### src/line_bus_pkg.sv
/* Line bus shared definitions */

`default_nettype none

package line_bus_pkg;

   // Bus and line geometry
   localparam int WORD_W     = 32;
   localparam int ADDR_W     = 16;
   localparam int LINE_W     = 128;
   localparam int SIZE_W     = 12;

   // Size counter start value and step, in bytes
   localparam logic [SIZE_W-1:0] LINE_BYTES = 12'd16;
   localparam logic [SIZE_W-1:0] BEAT_BYTES = 12'd4;

   // Memory slave depth, 1 KiB of words
   localparam int MEM_WORDS  = 256;
   localparam int MEM_IDX_W  = $clog2(MEM_WORDS);

   // Beats per line and the width of the beat counter
   localparam int BEAT_CNT_W = 3;
   localparam logic [BEAT_CNT_W-1:0] LINE_WORDS = 3'd4;

   // Two masters share the bus
   localparam int N_PORTS    = 2;

   // Controller one-hot state bit positions
   localparam int N_STATES   = 5;
   localparam int S_IDLE     = 0;
   localparam int S_REQ      = 1;
   localparam int S_MSTR     = 2;
   localparam int S_XFER     = 3;
   localparam int S_DONE     = 4;

   // Work unit to controller
   typedef struct packed {
      logic              en;
      logic              wr;
      logic [ADDR_W-1:0] addr;
      logic [LINE_W-1:0] wdata;
   } line_req_t;

   // Controller back to work unit
   typedef struct packed {
      logic [LINE_W-1:0] rdata;
      logic              ready;
   } line_rsp_t;

   // Owning master onto the bus
   typedef struct packed {
      logic              cmd;
      logic              rw;
      logic [ADDR_W-1:0] addr;
      logic [SIZE_W-1:0] size;
      logic [WORD_W-1:0] wdata;
   } bus_req_t;

   // Memory slave back to the masters
   typedef struct packed {
      logic              ack;
      logic [WORD_W-1:0] rdata;
   } bus_rsp_t;

endpackage

`default_nettype wire

### src/cache_bus_controller.sv
/* Cache bus controller */

`default_nettype none

module cache_bus_controller (
   input  wire                           bus_clk,
   input  wire                           rst,
   // Work unit side
   input  wire line_bus_pkg::line_req_t  unit_req,
   output line_bus_pkg::line_rsp_t       unit_rsp,
   // Arbiter side
   output logic                          br,
   input  wire                           bg,
   // Shared bus side
   output line_bus_pkg::bus_req_t        bus_req,
   input  wire line_bus_pkg::bus_rsp_t   bus_rsp
);

   // One-hot state
   logic [line_bus_pkg::N_STATES-1:0] state;
   logic [line_bus_pkg::N_STATES-1:0] state_nxt;

   // Beat size counter, 16 down to 0 in steps of 4
   logic [line_bus_pkg::SIZE_W-1:0]   size;
   logic [line_bus_pkg::SIZE_W-1:0]   size_dec;
   logic [1:0]                        slot;

   // Captured request and line buffer
   line_bus_pkg::line_req_t           req_q;
   logic [line_bus_pkg::LINE_W-1:0]   line_buf;

   logic                              accept;
   logic                              beat;
   logic                              last_beat;

   assign accept    = state[line_bus_pkg::S_IDLE] & unit_req.en;
   assign beat      = state[line_bus_pkg::S_XFER] & bus_rsp.ack;
   assign last_beat = beat & (size == line_bus_pkg::BEAT_BYTES);

   // Buffer slot rises as the size falls
   assign size_dec = size - line_bus_pkg::BEAT_BYTES;
   assign slot     = ~size_dec[3:2];

   // Next state
   always_comb begin
      state_nxt = '0;
      case (1'b1)
         state[line_bus_pkg::S_IDLE]: begin
            state_nxt[unit_req.en ? line_bus_pkg::S_REQ : line_bus_pkg::S_IDLE] = 1'b1;
         end
         state[line_bus_pkg::S_REQ]: begin
            // Wait here for as long as the grant takes
            state_nxt[(bg && br) ? line_bus_pkg::S_MSTR : line_bus_pkg::S_REQ] = 1'b1;
         end
         state[line_bus_pkg::S_MSTR]: begin
            state_nxt[line_bus_pkg::S_XFER] = 1'b1;
         end
         state[line_bus_pkg::S_XFER]: begin
            state_nxt[last_beat ? line_bus_pkg::S_DONE : line_bus_pkg::S_XFER] = 1'b1;
         end
         state[line_bus_pkg::S_DONE]: begin
            state_nxt[line_bus_pkg::S_IDLE] = 1'b1;
         end
         default: begin
            state_nxt[line_bus_pkg::S_IDLE] = 1'b1;
         end
      endcase
   end

   // Control registers
   always_ff @(posedge bus_clk) begin
      if (rst) begin
         state                       <= '0;
         state[line_bus_pkg::S_IDLE] <= 1'b1;
         br                          <= 1'b0;
         size                        <= '0;
      end else begin
         state <= state_nxt;
         // Bus request goes up one cycle after accept
         if (state[line_bus_pkg::S_REQ]) begin
            br <= 1'b1;
         end else if (last_beat) begin
            br <= 1'b0;
         end
         if (accept) begin
            size <= line_bus_pkg::LINE_BYTES;
         end else if (beat) begin
            size <= size_dec;
         end
      end
   end

   // Payload registers
   always_ff @(posedge bus_clk) begin
      if (accept) begin
         req_q <= unit_req;
      end
      // Read data lands in the slot picked by the size
      if (beat && !req_q.wr) begin
         line_buf[slot*line_bus_pkg::WORD_W +: line_bus_pkg::WORD_W] <= bus_rsp.rdata;
      end
   end

   // Address phase for one cycle, then one word per ack
   assign bus_req.cmd   = state[line_bus_pkg::S_MSTR];
   assign bus_req.rw    = req_q.wr;
   assign bus_req.addr  = req_q.addr;
   assign bus_req.size  = line_bus_pkg::LINE_BYTES;   // always a full line
   assign bus_req.wdata = state[line_bus_pkg::S_XFER] ?
                          req_q.wdata[slot*line_bus_pkg::WORD_W +: line_bus_pkg::WORD_W] : '0;

   // Done state is the one-cycle ready pulse
   assign unit_rsp.rdata = line_buf;
   assign unit_rsp.ready = state[line_bus_pkg::S_DONE];

endmodule

`default_nettype wire

### config.mk
export PLATFORM = sky130hd
export DESIGN_NAME = cache_bus_controller
export DESIGN_NICKNAME = d
export VERILOG_FILES = /design/src/line_bus_pkg.sv /design/src/cache_bus_controller.sv
export SDC_FILE = /design/constraint.sdc
export NUM_CORES = 1
export LEC_CHECK = 0
export ABC_AREA = 1
export BUFFER_PORTS_ARGS = -buffer_cell sky130_fd_sc_hd__buf_2
export CAP_MARGIN = 20
export CORE_MARGIN = 2
export CORE_UTILIZATION = 40
export DETAILED_ROUTE_END_ITERATION = 7
export PLACE_DENSITY_LB_ADDON = 0.15
export REMOVE_ABC_BUFFERS = 1
export SETUP_SLACK_MARGIN = 0.3
export SLEW_MARGIN = 40
export SYNTH_ARGS = -nofsm -noshare
export SYNTH_HDL_FRONTEND = slang
export SYNTH_SLANG_ARGS = --single-unit
### constraint.sdc
create_clock -name bus_clk -period 7.9 [get_ports bus_clk]
set_clock_uncertainty 0.15 [all_clocks]
set_input_delay 0 -clock bus_clk [delete_from_list [all_inputs] [get_ports bus_clk]]
set_output_delay 0 -clock bus_clk [all_outputs]
set_load 0.1 [all_outputs]
==> flow_summary.toml <==
[clock_tree]
clk_path_buf_depth = 3
cts_tree = "yes"
cts_made_buffers = 30
clock_latency_ps = 540
clock-sinks = 289
clk_pin_slew_ps = 60
root_buffer = "clkbuf_16"
htreeDepth = 1
cts.repair.resized = 0

[setup_path]
crit_arrival_ps = 4320
critPathLaunchType = "flip-flop"
reg2reg_from = "size[2]"
critPathLaunch = "size[2]"
crit_fanout = 49
crit_path_end_kind = "primary output"
required_ps = 7750
criticalPathCategory = "reg -> out"

[synthesis]
yosysTopAreaCellShare_pct = 74.7
synth-main-ff-cell = "edfxtp_1"
synthTopCellsByCount = "edfxtp_1, nor2_1, nand2_1"
synth_edf_count = 273
yosys.area.top_type = "edfxtp_1"
synth_cell_type_count = 24
syn_avg_cell_area_um2 = 13.1
ys_async_sr_fraction_pct = 0
synth_seq_cells = 289
yosys_warnings = 0
netlist_instances = 836
ys_seq_area_share_pct = 77.7
synth_area_leaders = "edfxtp_1, nor2_1, nand2_1"
netlist_area_um2 = 11000
synth.most_common_cell = "edfxtp_1"

[die]
num_rows = 60
die_x_um = 170
fp.dieH_um = 170
initial_core_util_pct = 40.7
die_area_um2 = 28800
ios = 374
core_um2 = 27000

[power]
pwr-share-clk_pct = 39.7
powerDensity_nw_per_um2 = 203
leakagePower_nw = 6.77
seq_power_share_pct = 52.1
irDropWorstVdd_mv = 0.176
internal-power_w = 0.00261
swShare_pct = 21.9
power_frac_comb_pct = 8.2
netSwitchingPower_w = 0.000734

[sta]
max-slew-margin-rel_pct = 49.4
min_period_over_period_pct = 56.6
fin_crit_ps = 4470
rsz0062_at_grt = "no"
tightest_slew_ps = 758
drv_slew = 0
finalSetupViolations = 0
final_hold_viol_count = 0
setup_tns_ps = 0
fmax_mhz = 224

[placed_design]
dp_cells = 1496
place.gp.congestion = 0.778
portBuffers = 361
dp_hpwl_um = 19400

[detailed_routing]
routed_via_density = 4.81
vias = 8626
drc = 0
ant_nets = 0
wl_um = 32100
drtPass1Iterations = 5
wl_per_cell_um = 17.9
dr.first_iter.drc_count = 545

[finish]
fin_nets = 1615
drive_above_1_share_pct = 29.4
final.fill_count = 2079
area_growth_pct = 50.1
finalNonFillerCells = 1793

[run_status]
status = "complete, no violations"

[global_routing]
grt_max_degree = 75
grt_pass1_vias = 8862
antenna_found_initial = 2
grtUsageTotal_pct = 21.8
grt_overflow = 0
grt_pass1_wl_um = 48200

[hold_path]
hold_path.class = "in -> reg"
hp-start = "unit_req[45]"

[flow_run]
drv_cap = 0
==> timing repair <==
item	4_1_cts	5_1_grt
endpoints found under the hold margin	289	0
buffers inserted	0	0
setup endpoints to repair	0	0
hold buffers	241	0
==> flip-flops by register name (all words and copies together) (netlist names) <==
register  count
line_buf    128
bus_req      17
state         5
size         10
br            1
req_q       128
==> worst paths after layout <==
path / to / slack, ps / depth (start not counted)
max: bus_req[22] / 3430 / 7
min: req_q[45] / 20 / 2
max reg2reg: line_buf[35] / 4300 / 6
min reg2reg: state[3] / 320 / 2
==> routing by layer <==
metal	track usage [%]	vias to the layer above	part of all wire, %
li1	-	4034	-
met1	26.9	4055	39
met3	4.76	79	8.5
met2	37.8	458	49
met5	0	-	0
met4	7.77	0	3.6
==> kinds of logic (layout without fill, tap and decap cells) <==
logic type	count (synthesis)	in the layout	synth area share (%)
simple gates	331	331	12.0
flops	289	289	77.7
other cells	2	14	0.0685
fa+ha+maj	5	5	0.570
compound gates	81	81	4.08
xor+xnor	1	1	0.0799
buf+inv	127	731	5.55
==> stage by stage <==
stage,utilization [%],power (W),setup slack (ps),area (µm²),hold slack (ps)
6_report,61.1,0.00335,3430,16500,15.9
5_1_grt,61.1,0.00345,3140,16500,7.51
4_1_cts,61.1,0.00336,3680,16500,0.0903
3_5_place_dp,48.8,0.00195,4290,13100,28.1
3_3_place_gp,48.0,0.00195,3410,12900,26.6
2_1_floorplan,-,0.00189,3230,10600,-80.9
==> worst max-delay path: stages (launching register included) <==
cell and delay, ps:
dfxtp_4 660, clkinv_2 690, ha_2 940, inv_4 340
nor2_1 220, o21ai_1 100, a31oi_1 230, buf_2 480
==> cells in the final DEF (no fill, tap or decap), drive strengths merged <==
cell type and n:
a21oi 10, a31oi 32, buf 376, bufinv 1, clkbuf 47, clkinv 7
clkinvlp 1, conb 12, dfxtp 16, diode 2, dlygate4sd3 241, edfxtp 273
ha 5, inv 58, nand2 100, nand3 9, nor2 179, nor3 41
nor4 1, o21a 1, o21ai 38, or2 1, xor2 1
==> final cells by class <==
| type | count | area (µm²) | share of cell area [%] |
|---|---|---|---|
| Antenna cell | 2 | 5.00 | 0.0304 |
| Clock buffer | 47 | 846 | 5.14 |
| Clock inverter | 7 | 58.8 | 0.357 |
| Inverter | 60 | 234 | 1.42 |
| Multi-Input combinational cell | 430 | 1920 | 11.7 |
| Sequential cell | 289 | 8520 | 51.8 |
| Tap cell | 341 | 427 | 2.59 |
| Timing Repair Buffer | 617 | 4450 | 27.0 |
==> power by group through the flow <==
stage               clock network (W)   logic, W  registers [W]
global route                  0.00141   0.000294        0.00175
CTS                           0.00134   0.000269        0.00174
detailed placement                  0   0.000177        0.00177
finish                        0.00133   0.000275        0.00174
global placement                    0   0.000174        0.00177
floorplan                           0  0.0000655        0.00182
(Power assumes the default switching activity.)
